===== config.mk =====
export PLATFORM = sky130hd
export DESIGN_NAME = parse_ctrl
export DESIGN_NICKNAME = d
export VERILOG_FILES = /design/src/common/kyber_pkg.sv /design/src/hw/parse/parse_ctrl.sv
export SDC_FILE = /design/constraint.sdc
export NUM_CORES = 1
export LEC_CHECK = 0
export ABC_AREA = 1
export BUFFER_PORTS_ARGS = -buffer_cell sky130_fd_sc_hd__buf_2
export CAP_MARGIN = 10
export CORE_MARGIN = 1.5
export CORE_UTILIZATION = 47
export CTS_CLUSTER_DIAMETER = 150
export DETAILED_ROUTE_END_ITERATION = 10
export PLACE_DENSITY = 0.68
export SYNTH_ARGS = -nofsm -noshare
export SYNTH_HDL_FRONTEND = slang
export SYNTH_SLANG_ARGS = --single-unit
export TNS_END_PERCENT = 100

===== constraint.sdc =====
create_clock -name i_clk -period 1.3 [get_ports i_clk]
set_input_delay 0.325 -clock i_clk [delete_from_list [all_inputs] [get_ports i_clk]]
set_output_delay 0.325 -clock i_clk [all_outputs]
set_load 0.01 [all_outputs]

===== src/common/kyber_pkg.sv =====
/*
 * Kyber parse shared definitions
 * Modulus, block geometry, coefficient and word types, FSM states
 */

package kyber_pkg;

	// --------------------------------------------------
	// Constants
	// --------------------------------------------------
	// Acceptance bound for rejection sampling
	parameter int KYBER_Q = 3329;

	// Coefficients per polynomial
	parameter int KYBER_N = 256;

	parameter int COEFF_W = 12;
	parameter int WORD_W = 64;

	// 96 words of 64 bits
	parameter int BLOCK_BYTES = 768;

	// Coefficients per output group
	parameter int GROUP_SIZE = 4;

	// --------------------------------------------------
	// Types
	// --------------------------------------------------
	typedef logic [COEFF_W-1:0] coeff_t;

	typedef logic [WORD_W-1:0] word_t;

	// Index GROUP_SIZE-1 is the first coefficient, top bits
	typedef coeff_t [GROUP_SIZE-1:0] group_t;

	// Block FSM
	typedef enum logic [1:0] {
		IDLE,
		LOAD,
		SAMPLE,
		DONE
	} parse_state_e;

endpackage


===== src/hw/parse/parse_ctrl.sv =====
/*
 * Parse block controller
 * Word capture, sampling step sequencing, done and clear pulses
 */

`timescale 1ns/10ps

module parse_ctrl #(
	parameter int BLOCK_WORDS = 96
) (
	input  logic i_clk,
	input  logic i_rstn,
	input  logic i_ibytes_valid,
	input  logic i_full,
	output logic o_wr_en,
	output logic [$clog2(BLOCK_WORDS)-1:0] o_wr_idx,
	// Six bytes (48 bits) per step
	output logic [$clog2(BLOCK_WORDS * kyber_pkg::WORD_W / 48)-1:0] o_step,
	output logic o_sampling,
	output logic o_clear,
	output logic o_done
);
	import kyber_pkg::*;

	localparam int STEPS = BLOCK_WORDS * WORD_W / 48;
	localparam int WIDX_W = $clog2(BLOCK_WORDS);
	localparam int STEP_W = $clog2(STEPS);

	parse_state_e state;
	parse_state_e state_nxt;
	logic [WIDX_W-1:0] word_cnt;
	logic [STEP_W-1:0] step_cnt;
	logic last_word;
	logic last_step;
	logic drain;

	// --------------------------------------------------
	// FSM
	// --------------------------------------------------
	assign o_wr_en = ((state == IDLE) || (state == LOAD)) && i_ibytes_valid;
	assign last_word = (word_cnt == WIDX_W'(BLOCK_WORDS - 1));
	assign last_step = (step_cnt == STEP_W'(STEPS - 1));

	always_comb begin
		state_nxt = state;
		case (state)
			IDLE, LOAD: begin
				if (o_wr_en) begin
					state_nxt = last_word ? SAMPLE : LOAD;
				end
			end
			// Drain cycle lets the last group leave before done
			SAMPLE: begin
				if (drain || i_full) begin
					state_nxt = DONE;
				end
			end
			DONE: state_nxt = IDLE;
			default: state_nxt = IDLE;
		endcase
	end

	// --------------------------------------------------
	// State and counters
	// --------------------------------------------------
	always_ff @(posedge i_clk or negedge i_rstn) begin
		if (!i_rstn) begin
			state <= IDLE;
			word_cnt <= '0;
			step_cnt <= '0;
			drain <= 1'b0;
		end else begin
			state <= state_nxt;
			if (o_wr_en) begin
				word_cnt <= last_word ? '0 : word_cnt + 1'b1;
			end
			if (o_sampling) begin
				step_cnt <= step_cnt + 1'b1;
				if (last_step) begin
					drain <= 1'b1;
				end
			end
			if (state == DONE) begin
				step_cnt <= '0;
				drain <= 1'b0;
			end
		end
	end

	assign o_wr_idx = word_cnt;
	assign o_step = step_cnt;
	assign o_sampling = (state == SAMPLE) && !drain;
	assign o_clear = (state == DONE);
	assign o_done = (state == DONE);

endmodule


**Yosys cells after proc, flatten, opt, wreduce, memory -nomap -nowiden**

Cells that the tools add are included.

- Register bits: 17
- Output and inout bits: 18

- Add/sub/neg operators: 2
- Eq/ne operators: 7
- Mux-type cells: 10
- Reduce and logical (&&, ||, !) cells: 11

Operators by type and width:

| cell | count |
|---|---|
| $mux 7 | 3 |
| $add 7x1->7 const B | 2 |
| $eq 7x7->1 const B | 2 |
| $mux 2 | 3 |
| $pmux 2 s3 | 1 |
| $eq 2x2->1 const B | 2 |
| $ne 2x2->1 const B | 2 |
| $reduce_and 2->1 | 2 |
| $reduce_bool 2->1 | 2 |
| $mux 1 | 3 |
| $eq 2x1->1 const B | 1 |
| $logic_and 1x1->1 | 2 |
| $logic_not 2->1 | 1 |
| $logic_or 1x1->1 | 2 |
| $reduce_or 2->1 | 1 |
| $logic_not 1->1 | 1 |

**Logic depth before layout (Yosys ltp)**

- Word-level depth: 5
- Mapped depth: 8
- Gate-level depth less buffers: 7

**Worst setup path after synthesis**

Ideal clock, no wire load.

- Path type: register -> register
- Start point: reg word_cnt[0], in the netlist o_wr_idx[0]
- End point: reg state[0]
- Arrival time: 1.058 ns
- Required time: 1.177 ns
- Path slack: 0.119 ns
- Cell stages (with the launch flop): 7
- Clock period less this slack: 1.181 ns
- Cells stage by stage: dfrtp_1 > ha_1 > nand2_1 > nor2_1 > nand3_1 > o21ai_0 > nand2_1

- Longest elaborated chain between the ends: 4

Ends and longest elaborated chain:

| element | RTL line | source |
|---|---|---|
| start, declared | parse_ctrl.sv:31 | `logic [WIDX_W-1:0] word_cnt;` |
| start signal, assigned | parse_ctrl.sv:75 | `word_cnt <= last_word ? '0 : word_cnt + 1'b1;` |
| $eq 7x7->1 | parse_ctrl.sv:41 | `assign last_word = (word_cnt == WIDX_W'(BLOCK_WORDS - 1));` |
| $mux 2 | parse_ctrl.sv:49 | `state_nxt = last_word ? SAMPLE : LOAD;` |
| $mux 2 | parse_ctrl.sv:48 | `if (o_wr_en) begin` |
| $pmux 2 s3 | parse_ctrl.sv:46 | `case (state)` |
| end signal, assigned | parse_ctrl.sv:73 | `state <= state_nxt;` |
| end, declared | parse_ctrl.sv:29 | `parse_state_e state;` |

Every way passes these cells. The select of a mux whose other input is x is not followed.
A chain may end at the register's enable or synchronous reset.

**Worst setup path after layout**

- Start point: reg state[0]
- End point: out o_sampling

- Longest elaborated chain between the ends: 2

Ends and longest elaborated chain:

| element | RTL line | source |
|---|---|---|
| $eq 2x2->1 | parse_ctrl.sv:92 | `assign o_sampling = (state == SAMPLE) && !drain;` |
| $logic_and 1x1->1 | parse_ctrl.sv:92 |  |
| end, declared | parse_ctrl.sv:19 | `output logic o_sampling,` |

Every way passes these cells.

==> flow_summary.ini <==
[status]
status = finished with violations
violations = setup timing

[die]
dieArea_sq_um = 2170
rows = 15
core_area_sq_um = 1760
die_x_um = 46.6
die_h_um = 46.6
initial_core_util_pct = 50.6
io_pins = 22

[pwr]
pwr-share-clk_pct = 18.5
p_leak_nw = 0.679
p_sw_mw = 0.528
p_int_mw = 0.940
peakVddDrop_uv = 987
combPwrFrac_pct = 31.9
swShare_pct = 35.9
powerDensity_nw_per_um2 = 1140
p_seq_share_pct = 49.5

[route]
vias = 914
routedWlPerCell_um = 11.4
wl_mm = 2.07
ant_nets = 0
drt_iter0_markers = 25
drc_errors = 0
drt_first_pass_iters = 5
via_per_inst = 5.02

[critical_path]
r2r_setup_slack_ns = 0.05
worst_ep_arrival_time_ns = 1.04
critPathTopFamily = flip-flops
crit_chain = inv_2, nand3_4, inv_2, buf_6
reg2reg_to = o_wr_idx[6]$_DFFE_PN0P_
timing.critical_path.mode_cell = inv_2
path_class = reg2out
cpMaxStageDelayCell = dfrtp_1
start_kind = flip-flop
ff2ff_path_depth = 6
r2r-start = state[1]$_DFFE_PN0P_
crit_required_ns = 0.98
critical_path.max_fanout = 3
critPathMaxStageDelay_ns = 0.45
path_buf_inv = 3
critPathCaptureType = primary output

[worst_hold_path]
hold_path.class = in2reg
min_to = state[0]$_DFFE_PN0P_
hold_depth = 4
hold_start = i_ibytes_valid

[synthesis]
synth_top_area_share_pct = 47.6
avgSynthCellArea_sq_um = 7.84
syn_area_sq_um = 893
async_reset_ff_share_pct = 100
syn_inst = 114
ys_ff_latch = 17
yosys_warnings = 0
synth_edf_count = 0
synthFlopType = dfrtp_1
ys_types = 20
synth_area_leaders = dfrtp_1, nand2_1, nor2_1
synth.largest_area_cell = dfrtp_1
ys_seq_area_share_pct = 47.6
synth_nets = 120

[placed_design]
place_ws_ns = 0.0194
portBuffers = 21
dp_hpwl_mm = 1.35
place_congestion = 0.863

[clock_network]
root_buffer = clkbuf_4
clk_pin_slew_ns = 0.09
clk-insertion-delay-late_ns = 0.28
cts.htree.levels = 1
cts_tree = yes
ctsLongestPathBuffers = 2
clock-sinks = 17
cts_made_buffers = 3

[cells_and_area]
seq_area_sq_um = 427
nets = 164
drive_gt1_share_pct = 36.3
fillers = 150
multi_input_area_sq_um = 428
final_cell_mix = nand2_1, dfrtp_1, buf_4
final_common_cell = nand2_1
synthToLayoutAreaGrowth_pct = 44.0
diodes = 0

[global_route]
grt_usage_pct = 20.8
grt_max_degree = 18
grt_pass1_wl_mm = 3.20
antenna_found_initial = 0
overflow = 0
grt_pass1_vias = 760

[sta]
skew_ns = 0.00484
max_clock_freq_ghz = 0.730
drv_slew = 0
post-route-min-period_ns = 1.37
worst_pin_slew_ns = 0.393
fin_ws_ns = -0.0690
relSlewSlack_pct = 73.8
period_share_pct = 105
finalHoldViolations = 0
finalSetupTns_ns = -0.167
final-setup-viol-count = 4
rsz0062_at_grt = yes

[run]
max_cap_violations = 0
## worst register-to-register path: cells and delay by family, from the launching register on
| family | cells | cell delay [ns] |
|---|---|---|
| and+or+nand+nor | 4 | 0.48 |
| buffers and inverters | 2 | 0.26 |
| DFF | 1 | 0.47 |
## final cells by class
| type | count | share of cell area (%) |
|---|---|---|
| clock buffer | 4 | 2.04 |
| sequential | 17 | 33.2 |
| multi-input combinational | 80 | 33.3 |
| timing repair buffer | 41 | 24.3 |
| inverter | 15 | 4.77 |
| tap | 25 | 2.43 |
## state kept, by name (all words and copies together), names as in the netlist
name / count
drain: 1
o_step: 7
o_wr_idx: 7
state: 2
## per-layer routing
layer / share of wire [%] / wire length [um] / vias up / global-route usage [%]
met4: 0.58 / 12 / 0 / 6.86
met3: 3.5 / 72 / 2 / 3.53
met2: 48 / 999 / 20 / 31.4
met1: 48 / 984 / 439 / 30.1
met5: 0 / 0 / - / 0
li1: - / - / 453 / -
## stage by stage
stage	power (mW)	hold slack (ns)	area [sq um]	std cells	utilization (%)
final	1.47	0.343	1290	182	72.9
after global placement	1.13	0.267	1050	163	59.4
after CTS	1.42	0.335	1190	176	67.5
after detailed placement	1.13	0.268	1050	163	59.4
after global routing	1.58	0.360	1290	182	72.9
after floorplan	0.956	0.0294	893	114	-
## cells in the mapped netlist, types with 2 or more instances
| library cell | number |
|---|---|
| nor2_1 | 16 |
| o21ai_0 | 7 |
| nand4_1 | 2 |
| inv_1 | 13 |
| inv_2 | 2 |
| nand2_1 | 32 |
| nand3_1 | 10 |
| dfrtp_1 | 17 |
| a21oi_1 | 2 |
| xor2_1 | 2 |
| ha_1 | 2 |
## timing repair
item / CTS / global route
buffers inserted: 8 / 7
hold endpoints to repair: 17 / 0
hold buffers: 1 / 0
pin swaps: 2 / 1
gates cloned: 0 / 0
resized for setup: 13 / 14
setup endpoints to repair: 4 / 13
## logic make-up after synthesis
kind of cell	count (synthesis)	share of synthesized area, %
simple gates	64	31.5
buf+inv	17	8.40
flops	17	47.6
compound gates	11	6.72
xor+xnor	3	2.94
fa+ha+maj	2	2.80
## worst max-delay path by stage
stage	from	endpoint	slack (ns)	cells after the start
after detailed placement	o_wr_idx[0]$_DFFE_PN0P_	state[0]$_DFFE_PN0P_	0.02	6
after floorplan	o_wr_idx[0]$_DFFE_PN0P_	state[0]$_DFFE_PN0P_	0.12	6
after global routing	state[1]$_DFFE_PN0P_	o_wr_en	-0.12	4
after global placement	o_wr_idx[0]$_DFFE_PN0P_	state[0]$_DFFE_PN0P_	0.03	6
final	state[0]$_DFFE_PN0P_	o_sampling	-0.07	4
after CTS	state[1]$_DFFE_PN0P_	o_wr_en	-0.06	4
## power groups by stage
stage / sequential, mW / combinational, mW / clock, mW
floorplan: 0.763 / 0.193 / 0
global placement: 0.723 / 0.405 / 0
detailed placement: 0.725 / 0.409 / 0
CTS: 0.716 / 0.423 / 0.280
global route: 0.744 / 0.523 / 0.313
finish: 0.727 / 0.469 / 0.272
(Power assumes the default switching activity.)
