### config.mk
export PLATFORM = sky130hd
export DESIGN_NAME = rej_sampler_flat
export DESIGN_NICKNAME = d
export VERILOG_FILES = /design/src/common/kyber_pkg.sv /design/src/common/sample_if.sv /design/src/hw/parse/rej_sampler.sv /design/src/flat_wrapper.sv
export SDC_FILE = /design/constraint.sdc
export NUM_CORES = 1
export LEC_CHECK = 0
export BUFFER_PORTS_ARGS = -buffer_cell sky130_fd_sc_hd__buf_2
export CAP_MARGIN = 5
export CORE_MARGIN = 5
export CORE_UTILIZATION = 24
export DETAILED_ROUTE_END_ITERATION = 8
export GPL_TIMING_DRIVEN = 0
export PLACE_DENSITY = 0.77
export SLEW_MARGIN = 20
export SYNTH_ARGS = -nofsm -noshare
export SYNTH_HDL_FRONTEND = slang
export SYNTH_SLANG_ARGS = --single-unit
### constraint.sdc
create_clock -name vclk -period 1.57
set_clock_uncertainty 0.2 [all_clocks]
set_input_delay 0.0785 -clock vclk [all_inputs]
set_output_delay 0.0785 -clock vclk [all_outputs]
set_load 0.02 [all_outputs]
### src/common/kyber_pkg.sv
/*
 * Kyber parse shared definitions
 * Modulus, block geometry, coefficient and word types, FSM states
 */

package kyber_pkg;

	// --------------------------------------------------
	// Constants
	// --------------------------------------------------
	// Acceptance bound for rejection sampling
	parameter int KYBER_Q = 3329;

	// Coefficients per polynomial
	parameter int KYBER_N = 256;

	parameter int COEFF_W = 12;
	parameter int WORD_W = 64;

	// 96 words of 64 bits
	parameter int BLOCK_BYTES = 768;

	// Coefficients per output group
	parameter int GROUP_SIZE = 4;

	// --------------------------------------------------
	// Types
	// --------------------------------------------------
	typedef logic [COEFF_W-1:0] coeff_t;

	typedef logic [WORD_W-1:0] word_t;

	// Index GROUP_SIZE-1 is the first coefficient, top bits
	typedef coeff_t [GROUP_SIZE-1:0] group_t;

	// Block FSM
	typedef enum logic [1:0] {
		IDLE,
		LOAD,
		SAMPLE,
		DONE
	} parse_state_e;

endpackage

### src/common/sample_if.sv
/*
 * Sampler to packer bundle
 * Four candidates of one step with their accept flags
 */

`timescale 1ns/10ps

interface sample_if;
	import kyber_pkg::*;

	// Index 0 first: d1, d2 of triple 0, then d1, d2 of triple 1
	coeff_t [3:0] cand;
	logic [3:0] accept;
	logic valid;

	modport src (
		output cand,
		output accept,
		output valid
	);

	modport dst (
		input cand,
		input accept,
		input valid
	);

endinterface

### src/hw/parse/rej_sampler.sv
/*
 * Rejection sampler
 * Two byte triples to four 12-bit candidates, each tested against q
 */

`timescale 1ns/10ps

module rej_sampler (
	input  logic [5:0][7:0] i_bytes,
	input  logic i_en,
	sample_if.src sif
);
	import kyber_pkg::*;

	coeff_t [3:0] cand;
	logic [3:0] accept;

	// --------------------------------------------------
	// Candidate extraction
	// --------------------------------------------------
	for (genvar t = 0; t < 2; t++) begin : g_triple
		// d1 = b0 + 256 * (b1 mod 16)
		assign cand[2*t] = {i_bytes[3*t+1][3:0], i_bytes[3*t]};
		// d2 = (b1 >> 4) + 16 * b2
		assign cand[2*t+1] = {i_bytes[3*t+2], i_bytes[3*t+1][7:4]};
	end

	for (genvar k = 0; k < 4; k++) begin : g_accept
		assign accept[k] = (cand[k] < coeff_t'(KYBER_Q));
	end

	assign sif.cand = cand;
	assign sif.accept = accept;
	assign sif.valid = i_en;

endmodule

### src/flat_wrapper.sv
// flat-port wrapper written by rule: the top's interface ports become plain ports
module rej_sampler_flat import kyber_pkg::*;
  (i_bytes, i_en, sif_cand, sif_accept, sif_valid);
  sample_if sif_i ();
  input  logic [5:0][7:0] i_bytes;
  input  logic i_en;
  output wire logic [$bits(sif_i.cand)-1:0] sif_cand;
  output wire logic [$bits(sif_i.accept)-1:0] sif_accept;
  output wire logic [$bits(sif_i.valid)-1:0] sif_valid;
  assign sif_cand = sif_i.cand;
  assign sif_accept = sif_i.accept;
  assign sif_valid = sif_i.valid;
  rej_sampler u_core (.i_bytes(i_bytes), .i_en(i_en), .sif(sif_i));
endmodule
Word-level counts from Yosys, hierarchy flattened
Cells that the tools add are included.
W data, S select, Z words.
- magnitude comparators: 4
- operators by type and width (cell ; number):
    $lt A12 B12 Y1 const B ; 4
- bits in registers: 0
- logic and storage cells: 4
- output and inout bits: 53
- input port bits: 49

Depth between registers and ports, before layout
Gate-level depths: netlist of the first run.
- word-level depth: 1
- mapped depth: 3
- gate-level depth less buffers: 3

Least setup slack after synthesis of the first run
No wires, ideal clock.
- path type: input to output
- start point: in i_bytes[2] (netlist bit)
- end point: out sif_accept[0]
- data required time: 1291 ps
- stages: 3
- path buffers: 0
- data arrival time: 685 ps
- setup slack: 606 ps
- path through: nor4_1 -> a21boi_1 -> o211ai_2
- longest elaborated chain between the ends: 1
- ends and longest elaborated chain (item ; RTL line ; source):
    start: declaration ; flat_wrapper.sv:5 ; input logic [5:0][7:0] i_bytes;
    $lt A12 B12 Y1 ; rej_sampler.sv:29 ; assign accept[k] = (cand[k] < coeff_t'(KYBER_Q));
    end: declaration ; flat_wrapper.sv:8 ; output wire logic [$bits(sif_i.accept)-1:0] sif_accept;
Every way passes these cells.

Final worst setup path of the first run
Same ends and word-level chain as after synthesis.

==> metrics, run 1 <==
Final WS setup about 0.39 ns; first-pass GRT wire length roughly 2.8 mm; Initial Utilization 0.243; CTS-repair resized insts 0; Post-DP Area 1060 um^2; pin count of the biggest net entering global routing 3; drt total wl 1.85 mm; seq_cells 0; DIE HEIGHT about 57 um; layout cells sized above 1 0.952; syn avg cell area slightly above 8 um^2; Port Buf Inserts 101; WL/cell between 9 and 10 um; largest cells by area after synthesis buf_4 (70%), nor4_2 (9.6%), o211ai_2 (9.6%); TritonRoute pass-1 iters 2; I/O Pins 102; Post-Syn Instances between 60 and 70; row count 17; # DRC 0; GRT overflow 0; vias per cell just under 4; pre-CTS worst setup slack 0.361 ns; outcome complete, no violations; final period utilization 0.754; critical path capture point type output pin; die area 3210 um^2; syn_nets about 110; final slew viol count 0; Tmin final between 1 and 1.5 ns; WP data arrival ~0.90 ns; Worst EP required 1.29 ns; Power Density 325 nW/um^2; Final setup violation count 0; slew of the pin with the lowest slew margin between 0.2 and 0.3 ns; vias in the first global route roughly 770; cell area after technology mapping 523 um^2; Via Count around 750; hold crit path type in2out; max-capacitance violation count 0; final non-filler cell total about 190; peak supply drop ~150 uV; DR iter-0 viols 5; Max Freq 845 MHz; ANT nets after route 0; Yosys cell types 5; Fillers about 220; setup TNS 0 ns; Core Region 2150 um^2; setup bufs post-CTS 0; largest area contributor in the netlist buf_4; Final nets between 200 and 250; gpl congestion 0.723; CP max FO 2; RSZ-0062 raised after global routing false; CLK BUF 0; worst hold stages 2; dpl cells slightly below 200; Total Routing Usage GR 0.0989; Crit Path Category in2out; post-synth top area share 0.703; worst rel slew slack 0.832; Hold Fails Final Rpt 0; Power Total around 0.00035 W; register area share after synthesis 0; Post-CTS Hold Buffers 0; P_leak between 0.6 and 0.7 nW; # diodes 0; yosys warns 0; initial antenna violation count 0; register area 0 um^2; CP Launch Type input port; Area Overhead vs Synth 103%; Final Cell Area ~1100 um^2; Die W between 50 and 60 um
[through the flow]
stage	hold slack (ns)	utilization
floorplan	0.0537	-
global route	0.181	0.495
detailed placement	0.178	0.495
CTS	0.179	0.495
finish	0.177	0.495
global placement	0.177	0.495
[cells by family after synthesis]
kind of cell,Yosys count,share of synthesized area
compound gates,8,0.153
simple gates,8,0.144
buf+inv,49,0.703
[Yosys cell counts]
cell	instances
nor4_2	4
buf_4	49
o211ai_2	4
a21boi_1	4
nor4_1	4
[routing by layer]
metal	track usage	wire [um]	up-vias
met5	0	0	-
met4	0	0	0
met3	0.0414	355	0
met2	0.213	958	57
met1	0.0863	533	310
li1	-	-	379
[critical path: stages]
cell,delay (ns)
buf_2,0.10
nor4_1,0.28
a21boi_1,0.12
o211ai_2,0.14
buf_2,0.18
[final cells by class]
cell class / instances / area, um^2 / share of cell area
multi-input combinational: 16 / 155 / 0.146
buffer: 49 / 368 / 0.346
tap: 28 / 35.0 / 0.0329
timing repair buffer: 101 / 505 / 0.475
[worst paths after layout]
path | start | end | slack (ns)
worst max-delay path | i_bytes[2] | sif_accept[0] | 0.39
worst min-delay path | i_en | sif_valid | 0.18
[power by group]
group	total [W]	switching, W	internal [W]
registers	0	0	0
clock network	0	0	0
logic	0.000346	0.000172	0.000174
[cells in the final DEF, fill, tap and decap left out]
master	instances
o211ai_2	4
nor4_2	4
buf_2	101
a21boi_1	4
buf_4	49
nor4_1	4
No activity file was read; power rests on OpenSTA's default activity.
==> inputs of run 2 (changes only) <==
- clock period: 1.57 -> 1.1 ns (I/O delays scaled with it)
==> metrics, run 2 (synthesis gave the netlist of run 1 again) <==
outcome complete, no violations; Final setup violation count 0 (unchanged); critical path's slowest cell nor4_4; WP data arrival 0.82 ns (-0.08 ns); max incr delay on CP 0.26 ns (-0.02 ns); Tmin final between 1 and 1.5 ns; TritonRoute pass-1 iters 2 (unchanged); hold crit path type in2out; final slew viol count 0 (unchanged); WL/cell 10.7 um (+12%); Fillers 190 (-14%); vias in the first global route 811 (+5.6%); CP Launch Type input port; slew of the pin with the lowest slew margin 0.214 ns (-0.0360 ns); peak supply drop 247 uV (+62%); Via Count 771 (+3.4%); # diodes 0 (unchanged); crit-path most repeated cell buf_6; drt total wl 2.08 mm (+13%); Die W 56.7 um (unchanged); commonest non-fill, non-tap cells in the layout buf_2 (83), buf_4 (50), buf_6 (17); initial antenna violation count 0 (unchanged); GRT overflow 0 (unchanged); Crit Path Category in2out; Hold Fails Final Rpt 0 (unchanged); first-pass GRT wire length 3.08 mm (+11%); layout cells sized above 1 0.994 (+0.0422); final period utilization 0.978; critical-path cell list buf_6 > nor4_4 > a21boi_1 > o211ai_2 > buf_6; critical path capture point type output pin; Area Overhead vs Synth 146%; max-capacitance violation count 0 (unchanged); vias per cell 3.95 (+2.8%); row count 17 (unchanged); Worst EP required 0.84 ns (-0.45 ns); CLK BUF 0 (unchanged); ANT nets after route 0 (unchanged); Port Buf Inserts 101 (unchanged); Final nets 218 (+0.46%); HP Start i_en; seq_cells 0 (unchanged); worst rel slew slack 0.856 (+0.0245); Total Routing Usage GR 0.112 (+0.0136); CP max FO 2 (unchanged); gpl congestion 0.723 (unchanged); Max Freq a little over 900 MHz; DR iter-0 viols 10 (+5); setup TNS 0 ns (unchanged); RSZ-0062 raised after global routing true; worst hold stages 2 (unchanged); register area 0 um^2 (unchanged); DIE HEIGHT 56.7 um (unchanged); Initial Utilization 0.243 (unchanged); I/O Pins 102 (unchanged); Power Density 450 nW/um^2 (+38%); P_leak 0.723 nW (+9.5%); most common cell after layout, fill and taps aside buf_2; # DRC 0 (unchanged); Core Region 2150 um^2 (unchanged); Post-CTS Hold Buffers 0 (unchanged); Worst Hold Path EP sif_valid; Power Total 0.000578 W (+67%); die area 3210 um^2 (unchanged); pin count of the biggest net entering global routing 3 (unchanged)
==> run 2: changes by cell type in the layout (fill, tap and decap cells not counted) <==
| cell | before | now |
|---|---|---|
| a21boi_2 | 0 | 3 |
| nor4_2 | 4 | 1 |
| buf_8 | 0 | 1 |
| buf_4 | 49 | 50 |
| a21boi_1 | 4 | 1 |
| nor4_4 | 0 | 7 |
| nor4_1 | 4 | 0 |
| buf_2 | 101 | 83 |
| buf_6 | 0 | 17 |
==> run 2: per-layer routing <==
metal  global-route usage  vias up  wire length, um  part of all wire
li1                     -      379                -                 -
met1               0.0997      323              597              0.29
met2                0.224       63             1060              0.51
met3               0.0460        6              369              0.18
met4               0.0339        0               61             0.029
met5                    0        -                0                 0
==> run 2: power by group <==
group / total (W) / internal [W] / switching [W]
Sequential: 0 / 0 / 0
Combinational: 0.000578 / 0.000302 / 0.000276
Clock: 0 / 0 / 0
==> run 2: stage by stage <==
step | instances | hold slack (ns) | area [um^2] | worst slack (ns) | util
2_1_floorplan | 65 | 0.00675 | 523 | 0.183 | -
3_3_place_gp | 194 | 0.130 | 1060 | -0.0683 | 0.495
3_5_place_dp | 194 | 0.131 | 1060 | -0.0623 | 0.495
4_1_cts | 194 | 0.132 | 1210 | -0.00491 | 0.562
5_1_grt | 195 | 0.133 | 1280 | -0.0354 | 0.598
6_report | 195 | 0.130 | 1280 | 0.0240 | 0.598
==> run 2: worst max-delay path, delay by kind of cell <==
family                 cells  cell delay, ns
AND/OR/NAND/NOR            1            0.26
AO/OA/AOI/OAI              2            0.26
buffers and inverters      2            0.24
==> run 2: final cells by class <==
cell class / count / area [um^2] / area share
Tap cell: 28 / 35.0 / 0.0273
Timing Repair Buffer: 102 / 629 / 0.490
Multi-Input combinational cell: 16 / 253 / 0.197
Buffer: 49 / 368 / 0.286
==> run 2: timing repair <==
item                                    CTS  global route
endpoints found under the setup margin    4             4
gates resized for setup                  25            16
pin swaps                                12             9
setup buffers                             0             1
cloned                                    0             0
==> run 2: worst max-delay path by stage <==
stage	startpoint	end	slack, ns	cells past startpoint
2_1_floorplan	i_bytes[2]	sif_accept[0]	0.18	3
3_3_place_gp	i_bytes[2]	sif_accept[0]	-0.07	5
3_5_place_dp	i_bytes[19]	sif_accept[1]	-0.06	5
4_1_cts	i_bytes[16]	sif_accept[1]	-0.005	5
5_1_grt	i_bytes[1]	sif_accept[0]	-0.04	5
6_report	i_bytes[1]	sif_accept[0]	0.02	5
==> inputs of run 3 (changes only) <==
- CORE_ASPECT_RATIO: default -> 1.2
- CORE_MARGIN: 5 -> 2
- CORE_UTILIZATION: 24 -> 27
- PLACE_DENSITY: 0.77 -> 0.85
==> metrics, run 3 (synthesis gave the netlist of run 1 again) <==
Clk pwr share 0 (unchanged); critical path capture point type output pin; register area 0 um^2 (unchanged); WL/cell 11.5 um (+7.3%); max-capacitance violation count 0 (unchanged); DIE HEIGHT 52.2 um (-7.9%); Power Total 0.000583 W (+0.87%); Final nets 218 (unchanged); RSZ-0062 raised after global routing true; final non-filler cell total 186 (-4.6%); Max Freq 902 MHz (-3.0%); Initial Utilization 0.286 (+0.0425); Fillers 142 (-25%); Seq pwr share 0 (unchanged); outcome complete, but fails checks; Power Density 458 nW/um^2 (+1.8%); initial antenna violation count 0 (unchanged); TritonRoute pass-1 iters 4 (+2); slew of the pin with the lowest slew margin 0.239 ns (+0.0249 ns); worst rel slew slack 0.839 (-0.0168); CP Launch Type input port; first-pass GRT wire length 2.82 mm (-8.5%); sw power 0.000280 W (+1.5%); Worst EP required 0.84 ns (about the same); row count 17 (unchanged); internal power 0.000303 W (+0.34%); combinational power share 1.000 (about the same); vias in the first global route 706 (-13%); hold crit path type in2out; seq_cells 0 (unchanged); final slew viol count 0 (unchanged); CP max FO 2 (unchanged); Post-CTS Hold Buffers 0 (unchanged); setup TNS -0.0128 ns (-0.0128 ns); # DRC 0 (unchanged); failing checks negative setup slack; # diodes 0 (unchanged); Area Overhead vs Synth 144%; Final setup violation count 2 (+2); final period utilization 1.01 (+0.0298); sw frac 0.480 (+0.00278); Total Routing Usage GR 0.154 (+0.0415); ANT nets after route 0 (unchanged); WP data arrival 0.85 ns (+0.03 ns); Tmin final 1.11 ns (+0.0327 ns); peak supply drop 250 uV (+1.4%); DR iter-0 viols 4 (-6); Die W 44.2 um (-22%); Crit Path Category in2out; Post-DP HPWL ~1.7 mm; Final WS setup -0.00874 ns (-0.0327 ns); layout cells sized above 1 0.988 (-0.00599); Core Region 1830 um^2 (-15%); P_leak 0.724 nW (+0.12%); pin count of the biggest net entering global routing 3 (unchanged); dpl cells 185 (-4.6%); CLK BUF 0 (unchanged); vias per cell 4.27 (+8.0%); Via Count 794 (+3.0%); commonest non-fill, non-tap cells in the layout buf_2 (83), buf_4 (50), buf_6 (16); most common cell after layout, fill and taps aside buf_2; die area 2310 um^2 (-28%); GRT overflow 0 (unchanged); I/O Pins 102 (unchanged); gpl congestion 0.724 (about the same); Port Buf Inserts 101 (unchanged); Hold Fails Final Rpt 0 (unchanged); drt total wl 2.13 mm (+2.4%)
-- run 3: cell types whose count changed in the layout (fill, tap and decap cells not counted) --
cell,previous run,this run
buf_8,1,2
buf_6,17,16
a21boi_2,3,2
a21boi_1,1,2
-- run 3: final cells by class --
class / instances / area, um^2 / share of cell area
multi-input cells: 16 / 249 / 0.195
plain buffers: 49 / 368 / 0.289
well taps: 19 / 23.8 / 0.0187
repair buffers: 102 / 633 / 0.497
-- run 3: repair_timing --
action / CTS / global route
gates resized for setup: 25 / 16
setup endpoints to repair: 4 / 4
pin swaps: 7 / 14
cloned: 0 / 0
buffers inserted: 1 / 0
-- run 3: power by group through the flow --
stage / combinational [W] / sequential (W) / clock, W
2_1_floorplan: 0.000292 / 0 / 0
3_5_place_dp: 0.000500 / 0 / 0
6_report: 0.000583 / 0 / 0
4_1_cts: 0.000548 / 0 / 0
5_1_grt: 0.000615 / 0 / 0
3_3_place_gp: 0.000490 / 0 / 0
-- run 3: critical path, cell delays in order --
cell and delay, ns:
buf_6 0.10, nor4_4 0.27, a21boi_1 0.11, o211ai_2 0.18, buf_6 0.14
-- run 3: final timing paths --
path	end	slack, ns	cells past startpoint	startpoint
max	sif_accept[1]	-0.009	5	i_bytes[16]
min	sif_valid	0.13	2	i_en
-- run 3: metal layers --
layer / global-route usage / part of all wire / up-vias / routed length (um)
met1: 0.132 / 0.26 / 352 / 561
met2: 0.346 / 0.60 / 60 / 1280
met5: 0 / 0 / - / 0
met4: 0.0253 / 0.012 / 0 / 25
met3: 0.0276 / 0.12 / 2 / 265
li1: - / - / 380 / -
-- run 3: through the flow --
step	hold WS (ns)	worst slack, ns	area, um^2	util
after floorplan	0.00675	0.183	523	-
after global placement	0.129	-0.0343	1050	0.575
after detailed placement	0.131	-0.112	1050	0.575
after CTS	0.131	-0.0586	1180	0.644
after global routing	0.143	-0.0603	1270	0.696
final	0.129	-0.00874	1270	0.696
