`src/common/kyber_pkg.sv`:
```
/*
 * Kyber parse shared definitions
 * Modulus, block geometry, coefficient and word types, FSM states
 */

package kyber_pkg;

	// --------------------------------------------------
	// Constants
	// --------------------------------------------------
	// Acceptance bound for rejection sampling
	parameter int KYBER_Q = 3329;

	// Coefficients per polynomial
	parameter int KYBER_N = 256;

	parameter int COEFF_W = 12;
	parameter int WORD_W = 64;

	// 96 words of 64 bits
	parameter int BLOCK_BYTES = 768;

	// Coefficients per output group
	parameter int GROUP_SIZE = 4;

	// --------------------------------------------------
	// Types
	// --------------------------------------------------
	typedef logic [COEFF_W-1:0] coeff_t;

	typedef logic [WORD_W-1:0] word_t;

	// Index GROUP_SIZE-1 is the first coefficient, top bits
	typedef coeff_t [GROUP_SIZE-1:0] group_t;

	// Block FSM
	typedef enum logic [1:0] {
		IDLE,
		LOAD,
		SAMPLE,
		DONE
	} parse_state_e;

endpackage

```
`src/common/sample_if.sv`:
```
/*
 * Sampler to packer bundle
 * Four candidates of one step with their accept flags
 */

`timescale 1ns/10ps

interface sample_if;
	import kyber_pkg::*;

	// Index 0 first: d1, d2 of triple 0, then d1, d2 of triple 1
	coeff_t [3:0] cand;
	logic [3:0] accept;
	logic valid;

	modport src (
		output cand,
		output accept,
		output valid
	);

	modport dst (
		input cand,
		input accept,
		input valid
	);

endinterface

```
`src/hw/parse/coeff_packer.sv`:
```
/*
 * Coefficient packer
 * Compacts accepted candidates in order, emits groups of four
 * and stops at the group limit
 */

`timescale 1ns/10ps

module coeff_packer #(
	parameter int MAX_GROUPS = 64
) (
	input  logic i_clk,
	input  logic i_rstn,
	input  logic i_clear,
	sample_if.dst sif,
	output kyber_pkg::group_t o_coeffs,
	output logic o_coeffs_valid,
	output logic o_full
);
	import kyber_pkg::*;

	localparam int CANDS = 4;
	localparam int HOLD = GROUP_SIZE - 1;
	localparam int STAGE = HOLD + CANDS;
	localparam int FILL_W = $clog2(STAGE + 1);
	localparam int CNT_W = $clog2(MAX_GROUPS + 1);

	coeff_t held [HOLD];
	logic [FILL_W-1:0] held_cnt;
	coeff_t stage [STAGE];
	logic [FILL_W-1:0] fill;
	logic [CNT_W-1:0] grp_cnt;
	logic limit_hit;
	logic take;
	logic emit;

	assign limit_hit = (grp_cnt == CNT_W'(MAX_GROUPS));
	assign take = sif.valid && !limit_hit;
	assign emit = (fill >= FILL_W'(GROUP_SIZE)) && !limit_hit;

	// --------------------------------------------------
	// Staging: leftovers first, then this step's accepts
	// --------------------------------------------------
	always_comb begin
		for (int i = 0; i < STAGE; i++) begin
			stage[i] = '0;
		end
		for (int i = 0; i < HOLD; i++) begin
			stage[i] = held[i];
		end
		fill = held_cnt;
		for (int k = 0; k < CANDS; k++) begin
			if (take && sif.accept[k]) begin
				stage[fill] = sif.cand[k];
				fill = fill + 1'b1;
			end
		end
	end

	// Leftovers shift down by a group when one goes out
	always_ff @(posedge i_clk) begin
		for (int i = 0; i < HOLD; i++) begin
			held[i] <= emit ? stage[i + GROUP_SIZE] : stage[i];
		end
	end

	// --------------------------------------------------
	// Group output and limit count
	// --------------------------------------------------
	always_ff @(posedge i_clk or negedge i_rstn) begin
		if (!i_rstn) begin
			held_cnt <= '0;
			grp_cnt <= '0;
			o_coeffs_valid <= 1'b0;
			o_coeffs <= '0;
		end else if (i_clear) begin
			held_cnt <= '0;
			grp_cnt <= '0;
			o_coeffs_valid <= 1'b0;
		end else begin
			o_coeffs_valid <= emit;
			if (emit) begin
				// Oldest value to the top slot
				for (int g = 0; g < GROUP_SIZE; g++) begin
					o_coeffs[GROUP_SIZE-1-g] <= stage[g];
				end
				grp_cnt <= grp_cnt + 1'b1;
				held_cnt <= fill - FILL_W'(GROUP_SIZE);
			end else begin
				held_cnt <= fill;
			end
		end
	end

	assign o_full = limit_hit;

endmodule

```
`src/flat_wrapper.sv`:
```
// flat-port wrapper written by rule: the top's interface ports become plain ports
module coeff_packer_flat import kyber_pkg::*;
#(
	parameter int MAX_GROUPS = 64
)
  (i_clk, i_rstn, i_clear, o_coeffs, o_coeffs_valid, o_full, sif_cand, sif_accept, sif_valid);
  sample_if sif_i ();
  input  logic i_clk;
  input  logic i_rstn;
  input  logic i_clear;
  output kyber_pkg::group_t o_coeffs;
  output logic o_coeffs_valid;
  output logic o_full;
  input wire logic [$bits(sif_i.cand)-1:0] sif_cand;
  input wire logic [$bits(sif_i.accept)-1:0] sif_accept;
  input wire logic [$bits(sif_i.valid)-1:0] sif_valid;
  assign sif_i.cand = sif_cand;
  assign sif_i.accept = sif_accept;
  assign sif_i.valid = sif_valid;
  coeff_packer #(.MAX_GROUPS(MAX_GROUPS)) u_core (.i_clk(i_clk), .i_rstn(i_rstn), .i_clear(i_clear), .sif(sif_i), .o_coeffs(o_coeffs), .o_coeffs_valid(o_coeffs_valid), .o_full(o_full));
endmodule
```
`config.mk`:
```
export PLATFORM = sky130hd
export DESIGN_NAME = coeff_packer_flat
export DESIGN_NICKNAME = d
export VERILOG_FILES = /design/src/common/kyber_pkg.sv /design/src/common/sample_if.sv /design/src/hw/parse/coeff_packer.sv /design/src/flat_wrapper.sv
export SDC_FILE = /design/constraint.sdc
export NUM_CORES = 1
export LEC_CHECK = 0
export BUFFER_PORTS_ARGS = -buffer_cell sky130_fd_sc_hd__buf_4
export CAP_MARGIN = 20
export CORE_UTILIZATION = 58
export DETAILED_ROUTE_END_ITERATION = 10
export GPL_TIMING_DRIVEN = 0
export PLACE_DENSITY = 0.83
export RECOVER_POWER = 25
export SLEW_MARGIN = 5
export SYNTH_ARGS = -nofsm -noshare
export SYNTH_HDL_FRONTEND = slang
export SYNTH_SLANG_ARGS = --single-unit
```
`constraint.sdc`:
```
create_clock -name i_clk -period 5.2 [get_ports i_clk]
set_input_delay 0.78 -clock i_clk [delete_from_list [all_inputs] [get_ports i_clk]]
set_output_delay 0.78 -clock i_clk [all_outputs]
set_load 0.02 [all_outputs]
```
-- After elaboration in Yosys (flattened, before gate mapping)
Memories as Yosys holds them, arrays and structs flattened.
Index checks and enable logic that the tools add are counted.
- bits in registers: 59
- bits in writable memories: 36
- input bits: 56
- word-level logic and storage cells: 70
- memories kept: 1
- memory list (memory ; words ; bits a word ; read ports ; clocked after Yosys merged registers in ; wr ports ; RTL line ; source):
    u_core.held ; 3 ; 12 ; 3 ; 0 ; 3 ; coeff_packer.sv:28 ; coeff_t held [HOLD];
- add/sub/neg operators: 6
- order comparisons: 9
- equal/unequal tests: 1
- multiplexer cells: 28
- bitwise logic cells: 5
- reductions and logical operators: 13
- operator list (cell ; count):
    84-bit bitwise mux ; 4
    84-bit two-way mux ; 4
    12-bit demux with 3-bit select ; 4
    12-bit two-way mux ; 7
    3-bit two-way mux ; 6
    4-bit >= comparator, second input constant ; 4
    4-bit by 1-bit < comparator with 1-bit output, second input constant ; 4
    3-bit NOT with 4-bit output ; 4
    7-bit two-way mux ; 2
    3-bit by 1-bit adder with 3-bit output, second input constant ; 4
    1-bit logical AND ; 10
    7-bit by 1-bit adder with 7-bit output, second input constant ; 1
    7-bit == test, second input constant ; 1
    3-bit >= comparator, second input constant ; 1
    3-bit subtractor, second input constant ; 1
    2-bit AND reduction ; 1
    2-bit nonzero test ; 1
    1-bit zero test ; 1
    1-bit two-way mux ; 1
    1-bit NOT ; 1

-- Logic depth before layout (Yosys ltp)
Gate-level depths: netlist of run 1.
- word-level depth: 17
- mapped depth: 26
- mapped depth without buffers: 23

-- Worst setup path after synthesis of run 1
No wires, ideal clock.
- path type: register to register
- start: reg u_core.grp_cnt[0]
- end: reg u_core.o_coeffs[6] (netlist name)
- arrival: 4304 ps
- data required time: 5074 ps
- setup slack: 770 ps
- stages on the path, launching flop included: 24
- cell sequence: dfrtp_1 inv_1 ha_1 and2_1 a21oi_1 buf_2 and2_1 xor2_1 ha_1 mux2i_1 mux2_4 inv_1 ha_1 nand2_1 o21a_1 o21ai_1 ha_1 nand2_1 xnor2_2 a211o_1 a21o_1 buf_6 buf_2 a221o_1
- cells in the longest elaborated chain, start to end: 16
- elaborated cells between the ends (all ways): 42
- those cells by class: add/sub (3); order compare (7); eq/ne (1); mux (17); bitwise (3); reduce/logical (11)
- ends and longest elaborated chain (element ; RTL line ; source):
    from (decl) ; coeff_packer.sv:32 ; logic [CNT_W-1:0] grp_cnt;
    from (signal assigned) ; coeff_packer.sv:87 ; grp_cnt <= grp_cnt + 1'b1;
    7-bit == test * ; coeff_packer.sv:37 ; assign limit_hit = (grp_cnt == CNT_W'(MAX_GROUPS));
    1-bit zero test * ; coeff_packer.sv:38, coeff_packer.sv:39 ;
    1-bit logical AND ; coeff_packer.sv:38 ; assign take = sif.valid && !limit_hit;
    1-bit logical AND ; coeff_packer.sv:53 ; if (take && sif.accept[k]) begin
    3-bit two-way mux ; coeff_packer.sv:53 ;
    3-bit by 1-bit adder with 3-bit output or 3-bit NOT with 4-bit output (tied branches) ; coeff_packer.sv:55, coeff_packer.sv:54 ;
    3-bit two-way mux, or another cell as far along ; coeff_packer.sv:53 ;
    3-bit by 1-bit adder with 3-bit output, or another cell as far along ; coeff_packer.sv:55 ; fill = fill + 1'b1;
    3-bit two-way mux, or another cell as far along ; coeff_packer.sv:53 ;
    3-bit NOT with 4-bit output (not written as such), or another cell as far along ; coeff_packer.sv:54 ; stage[fill] = sif.cand[k];
    4-bit >= comparator (not written as such), or another cell as far along ; coeff_packer.sv:54 ;
    1-bit logical AND (not written as such), or another cell as far along ; coeff_packer.sv:54 ;
    12-bit two-way mux (not written as such) or 84-bit bitwise mux (tied branches) ; coeff_packer.sv:54 ;
    12-bit demux with 3-bit select or 84-bit two-way mux (tied branches) ; coeff_packer.sv:54, coeff_packer.sv:53 ;
    84-bit bitwise mux ; coeff_packer.sv:54 ;
    84-bit two-way mux ; coeff_packer.sv:53 ;
    to (signal, indexed assignment) ; coeff_packer.sv:85 ; o_coeffs[GROUP_SIZE-1-g] <= stage[g];
    to (decl) ; coeff_packer.sv:16 ; output kyber_pkg::group_t o_coeffs,
Every way passes the cells marked *; elsewhere a longest branch is shown, timed or not.
A chain may end at the register's enable or synchronous reset.

-- Worst setup path in the final report of run 1
- start: reg u_core.grp_cnt[0]
- end: reg u_core.o_coeffs[2] (netlist name)
Same word-level chain as after synthesis.

==> results of run 1 <==
critical path, stage by stage, from the launching register on:
cell	delay, ns
dfrtp_1	0.38
inv_1	0.07
ha_1	0.21
and2_1	0.23
a21oi_2	0.21
buf_6	0.17
and2_1	0.18
xor2_1	0.17
ha_1	0.25
mux2i_2	0.18
mux2_4	0.20
inv_1	0.07
ha_1	0.29
nand2_1	0.05
o21a_1	0.15
o21ai_2	0.19
ha_2	0.24
nand2_1	0.13
xnor2_4	0.24
a211o_1	0.22
a21o_1	0.14
buf_6	0.15
inv_2	0.09
and2_4	0.16
buf_6	0.13
a221o_1	0.30
flip-flops by register name, summed over array words and instances (netlist names):
signal	count
u_core.held	36
u_core.o_coeffs	48
u_core.grp_cnt	7
u_core.o_coeffs_valid	1
u_core.held_cnt	3
kinds of logic (layout without fill, tap and decap cells):
logic type | Yosys count | in the layout
AO/OA/AOI/OAI | 286 | 286
XOR/XNOR | 21 | 21
adder cells (fa/ha/maj) | 6 | 6
buffers and inverters | 104 | 220
flip-flops | 95 | 95
multiplexers | 95 | 95
AND/OR/NAND/NOR | 196 | 196
path summary, 6_finish.rpt:
check | startpoint | end | slack (ns)
worst max-delay path | u_core.grp_cnt[0] | u_core.o_coeffs[2] | 0.26
worst min-delay path | u_core.o_coeffs[23] | u_core.o_coeffs[23] | 0.49
worst max register to register | u_core.grp_cnt[0] | u_core.o_coeffs[2] | 0.26
worst min register to register | u_core.o_coeffs[23] | u_core.o_coeffs[23] | 0.49
max in group asynchronous | i_rstn | u_core.o_coeffs[25] | 1.84
min in group asynchronous | i_rstn | u_core.held_cnt[1] | 1.51
cell usage after synthesis (11+ instances only):
| master | n |
|---|---|
| a22o_1 | 18 |
| a221o_1 | 24 |
| a222oi_1 | 12 |
| o21ai_1 | 38 |
| o211a_1 | 12 |
| dfxtp_1 | 36 |
| o21ai_0 | 40 |
| a311oi_1 | 11 |
| inv_1 | 20 |
| nor3_1 | 11 |
| a22oi_1 | 18 |
| buf_2 | 30 |
| nor2_1 | 67 |
| nand2_1 | 69 |
| a2111oi_0 | 18 |
| dfrtp_1 | 59 |
| clkbuf_1 | 40 |
| mux2i_1 | 57 |
| a211oi_1 | 62 |
| mux2_2 | 30 |
final cells by class:
cell class | instances | area [um^2]
Inverter | 21 | 78.8
Clock inverter | 7 | 88.8
Timing Repair Buffer | 100 | 747
Multi-Input combinational cell | 604 | 4480
Fill cell | 968 | 3570
Clock buffer | 9 | 225
Buffer | 83 | 439
Sequential cell | 95 | 2200
Tap cell | 147 | 184
layer usage:
layer | up-vias | track usage [%] | share of wire, %
li1 | 3282 | - | -
met1 | 3483 | 53.8 | 41
met2 | 533 | 55.8 | 42
met3 | 61 | 10.1 | 14
met4 | 0 | 12.5 | 2.8
met5 | - | 0 | 0
power by group through the flow:
stage / Sequential, W / Clock [W] / Combinational, W
after CTS: 0.00117 / 0.000710 / 0.00168
after global routing: 0.00120 / 0.000736 / 0.00185
after detailed placement: 0.00118 / 0 / 0.00166
after floorplan: 0.00135 / 0 / 0.000909
final: 0.00117 / 0.000711 / 0.00174
after global placement: 0.00117 / 0 / 0.00163
per-stage QoR:
step | instances | hold WS [ns]
floorplan | 803 | 0.484
global placement | 1040 | 0.467
detailed placement | 1040 | 0.478
CTS | 1059 | 0.494
global route | 1066 | 0.515
finish | 1066 | 0.486
repair_timing:
| action | CTS | global route |
|---|---|---|
| hold buffers | 0 | 0 |
| resized for setup | 1 | 17 |
| setup buffers | 3 | 7 |
| pin swaps | 1 | 4 |
| endpoints found under the setup margin | 24 | 92 |
==> key figures, run 1 <==
Synthesis
  – Count of cell types in the netlist: 68
  – #FFs+latches synth: 95
  – Post-Synth Adder-Cell Area: 1.05%
  – Share of synthesized cell area in and, or, nand and nor gates: 13.3%
  – Synthesized Nets: about 870
  – Number of enable-type register cells in the synthesized netlist: 0
  – Number of instances in the synthesized netlist: 803
  – Synthesized-area fraction occupied by xor and xnor cells: between 3 and 4%
  – Main combinational cell family by area after synthesis: compound AO/OA/AOI/OAI gates
  – Primary FF master, synth: dfrtp_1
  – Mux contribution to synthesized area: 14.4%
  – Share of the synthesized area in compound gates (AO/OA/AOI/OAI): just over 30%
  – Mean post-synth cell area: approximately 8.9 um^2
  – Async SR Flop Fraction: between 60% and 70%
  – Cell area after synthesis: a little over 7000 um^2
  – Area share of the largest cell type after synthesis: roughly 21%
  – Cells taking the most area after synthesis: dfrtp_1 (21%), dfxtp_1 (10%), mux2i_1 (8.0%)
  – Number of warnings reported in the yosys synthesis log: 0
  – Sequential element share of the synthesized area: a little under a third
  – Largest area contributor in the netlist: dfrtp_1

Layout
  – Commonest cells after routing, fill and taps aside: buf_4 (111), nand2_1 (69), nor2_1 (67)
  – Area growth syn-to-layout: 18.1%
  – Antenna Cells: 0
  – Final core utilization: a little over two thirds
  – Most common cell after layout, fill and taps aside: buf_4
  – Layout Nets: about 980
  – Ratio of cells with drive above 1 in the final layout: approximately 24%
  – Post-route standard cell area excluding fillers: 8440 um^2

Detailed routing
  – Sum of routed wire length over all layers: 24000 um
  – Remaining design rule violation count: 0
  – Count of routing violations after the opening detailed-route iteration: 1061
  – Via count: 7359
  – Antenna-violating nets left: 0
  – Via-per-instance ratio: approximately 6.9
  – Detailed Routing Iterations Pass 1: 7
  – Wire length per cell: 22.5 um

Place
  – Half-perimeter wire length after detailed placement: 18300 um
  – Routability congestion estimate from global placement: 0.925
  – Setup slack after placement: -0.0544 ns
  – Number of input and output port buffers inserted: 90
  – Total cell area at the placement stage: 8000 um^2

Pwr
  – Logic pwr share: about half
  – Final Power: around 0.0036 W
  – Largest vdd supply drop: approximately 280 uV
  – Cell leakage power: 3.86 nW
  – Net switching fraction of the power: roughly 39%
  – Internal Power: ~0.0022 W
  – Sequential share of power: between 30% and 40%
  – Switching power: about 0.0014 W
  – Part of the power in the clock network: 19.6%
  – Total power density per cell area: about 430 nW/um^2

STA
  – Crit share post-route: between 90% and 100%
  – Worst max-slew margin expressed relative to the limit: -119%
  – RSZ-0062 raised after global routing: no
  – Max Slew Vio Count: 60
  – Setup ws final: between 0.2 and 0.3 ns
  – Peak Freq: approximately 200 MHz
  – Final setup viols: 0
  – Final Hold Violating Endpoints: 0
  – Worst Clk Skew: between 0.005 and 0.006 ns
  – Crit path time final: between 4 and 5 ns
  – Worst Max-Slew Pin Slew: 3.28 ns
  – Sum of negative setup slack: 0 ns

Die
  – Area of the core: 12000 um^2
  – Die area: ~13000 um^2
  – Top Ports: ~110
  – Standard-cell rows: 40
  – Die Span X: between 100 and 150 um
  – Die H: between 100 and 150 um
  – Effective utilization at floorplan: slightly below 60%

Global routing
  – Antenna violations before repair: 0
  – Total GRT Usage: a little under two fifths
  – Vias in the first global route: between 6000 and 7000
  – Wire length of the first global-routing pass: 37300 um
  – Global-route congestion overflow total: 0
  – Largest net degree at the start of global routing: 60

Clock network
  – Max clock buf depth: 2
  – CTS tree: done
  – Source-to-sink clock delay at the later pin of the worst-skew pair: 0.36 ns
  – TritonCTS Sinks: 95
  – Root Driver: clkbuf_16
  – H-tree depth: 3
  – Number of CTS-inserted buffers: 9
  – Clock transition at the register clock pins on the worst setup and hold paths after CTS: about 0.07 ns

Hold path
  – Type of the most critical hold path: register to register
  – Hold Crit Depth: 2

Setup path
  – Max Fanout on Critical Path: 10
  – Worst setup EP type: register
  – Depth of the worst register-to-register path: 25
  – Worst path arrival time: ~5.2 ns
  – Startpoint class of the critical path: register
  – Worst Setup Path Type: register to register
  – Required time at the endpoint of the critical path: around 5.4 ns

Outcome
  – Violations in the final reports: max-capacitance violations, max-slew violations
  – Outcome: finished with violations

Run
  – Number of maximum-capacitance violations: 1
(Power assumes the default switching activity.)
==> inputs of run 2 (changes only) <==
ABC_AREA = 1   (was default)
PLACE_DENSITY = 0.82   (was 0.83)
==> key figures, run 2 <==
Die
  – Top Ports: about 110
  – Area of the core: approximately 14000 um^2
  – Die H: about 120 um
  – Die area: approximately 15000 um^2
  – Effective utilization at floorplan: between 50% and 60%
  – Standard-cell rows: between 40 and 50
  – Die Span X: around 120 um

Layout
  – Layout Nets: ~1700
  – Number of non-filler instances in the completed layout: about 1800
  – Area growth syn-to-layout: 15.7%
  – Ratio of cells with drive above 1 in the final layout: 13.3%
  – Antenna Cells: 0
  – Number of inserted filler cells in the final layout: ~1300
  – Commonest cells after routing, fill and taps aside: nand2_1 (856), nand3_1 (230), buf_4 (114)
  – Final core utilization: approximately 70%
  – Most common cell after layout, fill and taps aside: nand2_1
  – Largest register FFs: between 40 and 50
  – Top reg by flops: u_core.o_coeffs
  – Leading registers by flop count: u_core.o_coeffs (48), u_core.held (36), u_core.grp_cnt (7)

Synthesis
  – Largest area contributor in the netlist: nand2_1
  – Number of instances in the synthesized netlist: between 1000 and 1500
  – Library cell with the highest instance count after synthesis: nand2_1
  – Sequential element share of the synthesized area: 26.7%
  – Number of enable-type register cells in the synthesized netlist: 0
  – Mean post-synth cell area: 5.50 um^2
  – Count of cell types in the netlist: 35
  – Synthesized Nets: 1555
  – Post-synth top cells: nand2_1 (856), nand3_1 (230), inv_1 (60), dfrtp_1 (59), buf_2 (45)
  – Cells taking the most area after synthesis: nand2_1 (39%), dfrtp_1 (18%), nand3_1 (14%)
  – Primary FF master, synth: dfrtp_1
  – Area share of the largest cell type after synthesis: between 30% and 40%
  – Cell area after synthesis: just over 8000 um^2
  – #FFs+latches synth: 95
  – Async SR Flop Fraction: between 60% and 70%
  – Number of warnings reported in the yosys synthesis log: 0

STA
  – Setup ws final: around 1.1 ns
  – Crit share post-route: between 70% and 80%
  – Fin Hold WS: just under 0.5 ns
  – Worst max-slew margin expressed relative to the limit: -110%
  – Crit path time final: ~4.1 ns
  – Peak Freq: 242 MHz
  – Final Hold Violating Endpoints: 0
  – Worst Clk Skew: ~0.0096 ns
  – Max Slew Vio Count: 60
  – Final setup viols: 0
  – Sum of negative setup slack: 0 ns
  – RSZ-0062 raised after global routing: no
  – Worst Max-Slew Pin Slew: approximately 3.1 ns

Setup path
  – Timing startpoint of the critical path: u_core.grp_cnt[0]
  – Max Fanout on Critical Path: 10
  – Startpoint of the worst-slack reg-to-reg timing path: u_core.grp_cnt[0]
  – Worst Setup Path Type: register to register
  – Worst setup EP type: register
  – Required time at the endpoint of the critical path: 5.43 ns
  – Worst path arrival time: ~4.4 ns
  – Startpoint class of the critical path: register

Clock network
  – Root Driver: clkbuf_16
  – Buffer count from post-CTS setup fixing: 0
  – Max clock buf depth: 2
  – CTS tree: done
  – H-tree depth: 3
  – Post-CTS Resized: 0
  – Source-to-sink clock delay at the later pin of the worst-skew pair: around 0.35 ns
  – Number of CTS-inserted buffers: 9
  – Number of buffers added to fix hold violations after cts: 0
  – Clock transition at the register clock pins on the worst setup and hold paths after CTS: 0.07 ns
  – TritonCTS Sinks: between 90 and 100

Place
  – Half-perimeter wire length after detailed placement: ~26000 um
  – Cell total after placement: approximately 1800
  – Number of input and output port buffers inserted: ~100
  – Setup slack after placement: about 1.1 ns
  – Routability congestion estimate from global placement: between 1 and 1.5

Detailed routing
  – Detailed Routing Iterations Pass 1: 7
  – Antenna-violating nets left: 0
  – Via-per-instance ratio: around 5.7
  – Via count: 10281
  – Count of routing violations after the opening detailed-route iteration: 1466
  – Sum of routed wire length over all layers: roughly 34000 um
  – Wire length per cell: between 15 and 20 um
  – Remaining design rule violation count: 0

Global routing
  – Wire length of the first global-routing pass: 50300 um
  – Vias in the first global route: 9248
  – Largest net degree at the start of global routing: 60
  – Total GRT Usage: about 46%
  – Antenna violations before repair: 0
  – Global-route congestion overflow total: 0

Outcome
  – Outcome: finished with violations
  – Violations in the final reports: max-capacitance violations, max-slew violations

Pwr
  – Total power density per cell area: 361 nW/um^2
  – Cell leakage power: approximately 5.6 nW
  – Largest vdd supply drop: just over 400 uV

Hold path
  – Hold Crit Start: u_core.o_coeffs[45]
  – Type of the most critical hold path: register to register

Run
  – Number of maximum-capacitance violations: 1
[run 2: critical path, cell delays in order, from the launching register on]
cell and delay, ns:
dfrtp_1 0.40, inv_1 0.11, ha_1 0.19, nand2_1 0.06, inv_1 0.06, nand3_2 0.14
buf_6 0.21, nand4_2 0.15, nand2_1 0.11, ha_1 0.31, nand2_1 0.11, nand2_1 0.10
ha_1 0.31, or2_2 0.29, nand2_1 0.18, inv_1 0.07, ha_1 0.19, nand2_1 0.08
inv_1 0.04, nand2_1 0.08, nand3_2 0.15, inv_4 0.18, nand2_4 0.12, buf_4 0.21
nand2_1 0.09, nand2_1 0.07
[run 2: where the power goes]
part / internal (W) / switching, W / total [W] / leakage (nW)
Sequential: 0.000997 / 0.000137 / 0.00113 / 1.09
Combinational: 0.000546 / 0.00111 / 0.00166 / 4.40
Clock: 0.000335 / 0.000303 / 0.000638 / 0.136
Total: 0.00188 / 0.00156 / 0.00343 / 5.62
[run 2: layer usage]
metal / wire (um) / part of all wire, % / global-route usage, %
met1: 12800 / 38 / 60.7
met2: 14400 / 43 / 72.8
met3: 4810 / 14 / 10.4
met4: 1450 / 4.3 / 20.1
met5: 0 / 0 / 0
[run 2: logic make-up after synthesis]
| group | share of synthesized area [%] |
|---|---|
| fa+ha+maj | 0.914 |
| simple gates | 61.3 |
| xor+xnor | 0.533 |
| buf+inv | 9.03 |
| compound gates | 1.51 |
| flops | 26.7 |
[run 2: path summary, 6_finish.rpt]
| check | endpoint | slack [ns] | depth (start not counted) |
|---|---|---|---|
| max | u_core.o_coeffs[0] | 1.06 | 25 |
| min | u_core.o_coeffs[45] | 0.49 | 2 |
| max reg2reg | u_core.o_coeffs[0] | 1.06 | 25 |
| min reg2reg | u_core.o_coeffs[45] | 0.49 | 2 |
| max in group asynchronous | u_core.grp_cnt[0] | 1.95 | 1 |
| min in group asynchronous | u_core.o_coeffs_valid | 1.47 | 1 |
[run 2: layout make-up]
class	instances	area, um^2	share of cell area [%]
plain buffers	92	473	4.97
clock buffers	9	225	2.37
clock inverters	7	63.8	0.671
inverters	71	269	2.83
multi-input cells	1235	5280	55.5
flip-flops and latches	95	2200	23.1
well taps	180	225	2.37
repair buffers	104	777	8.17
[run 2: per-stage QoR]
stage / cell area, um^2 / total power, W
2_1_floorplan: 8220 / 0.00207
3_3_place_gp: 9220 / 0.00269
3_5_place_dp: 9220 / 0.00272
4_1_cts: 9510 / 0.00336
5_1_grt: 9510 / 0.00361
6_report: 9510 / 0.00343
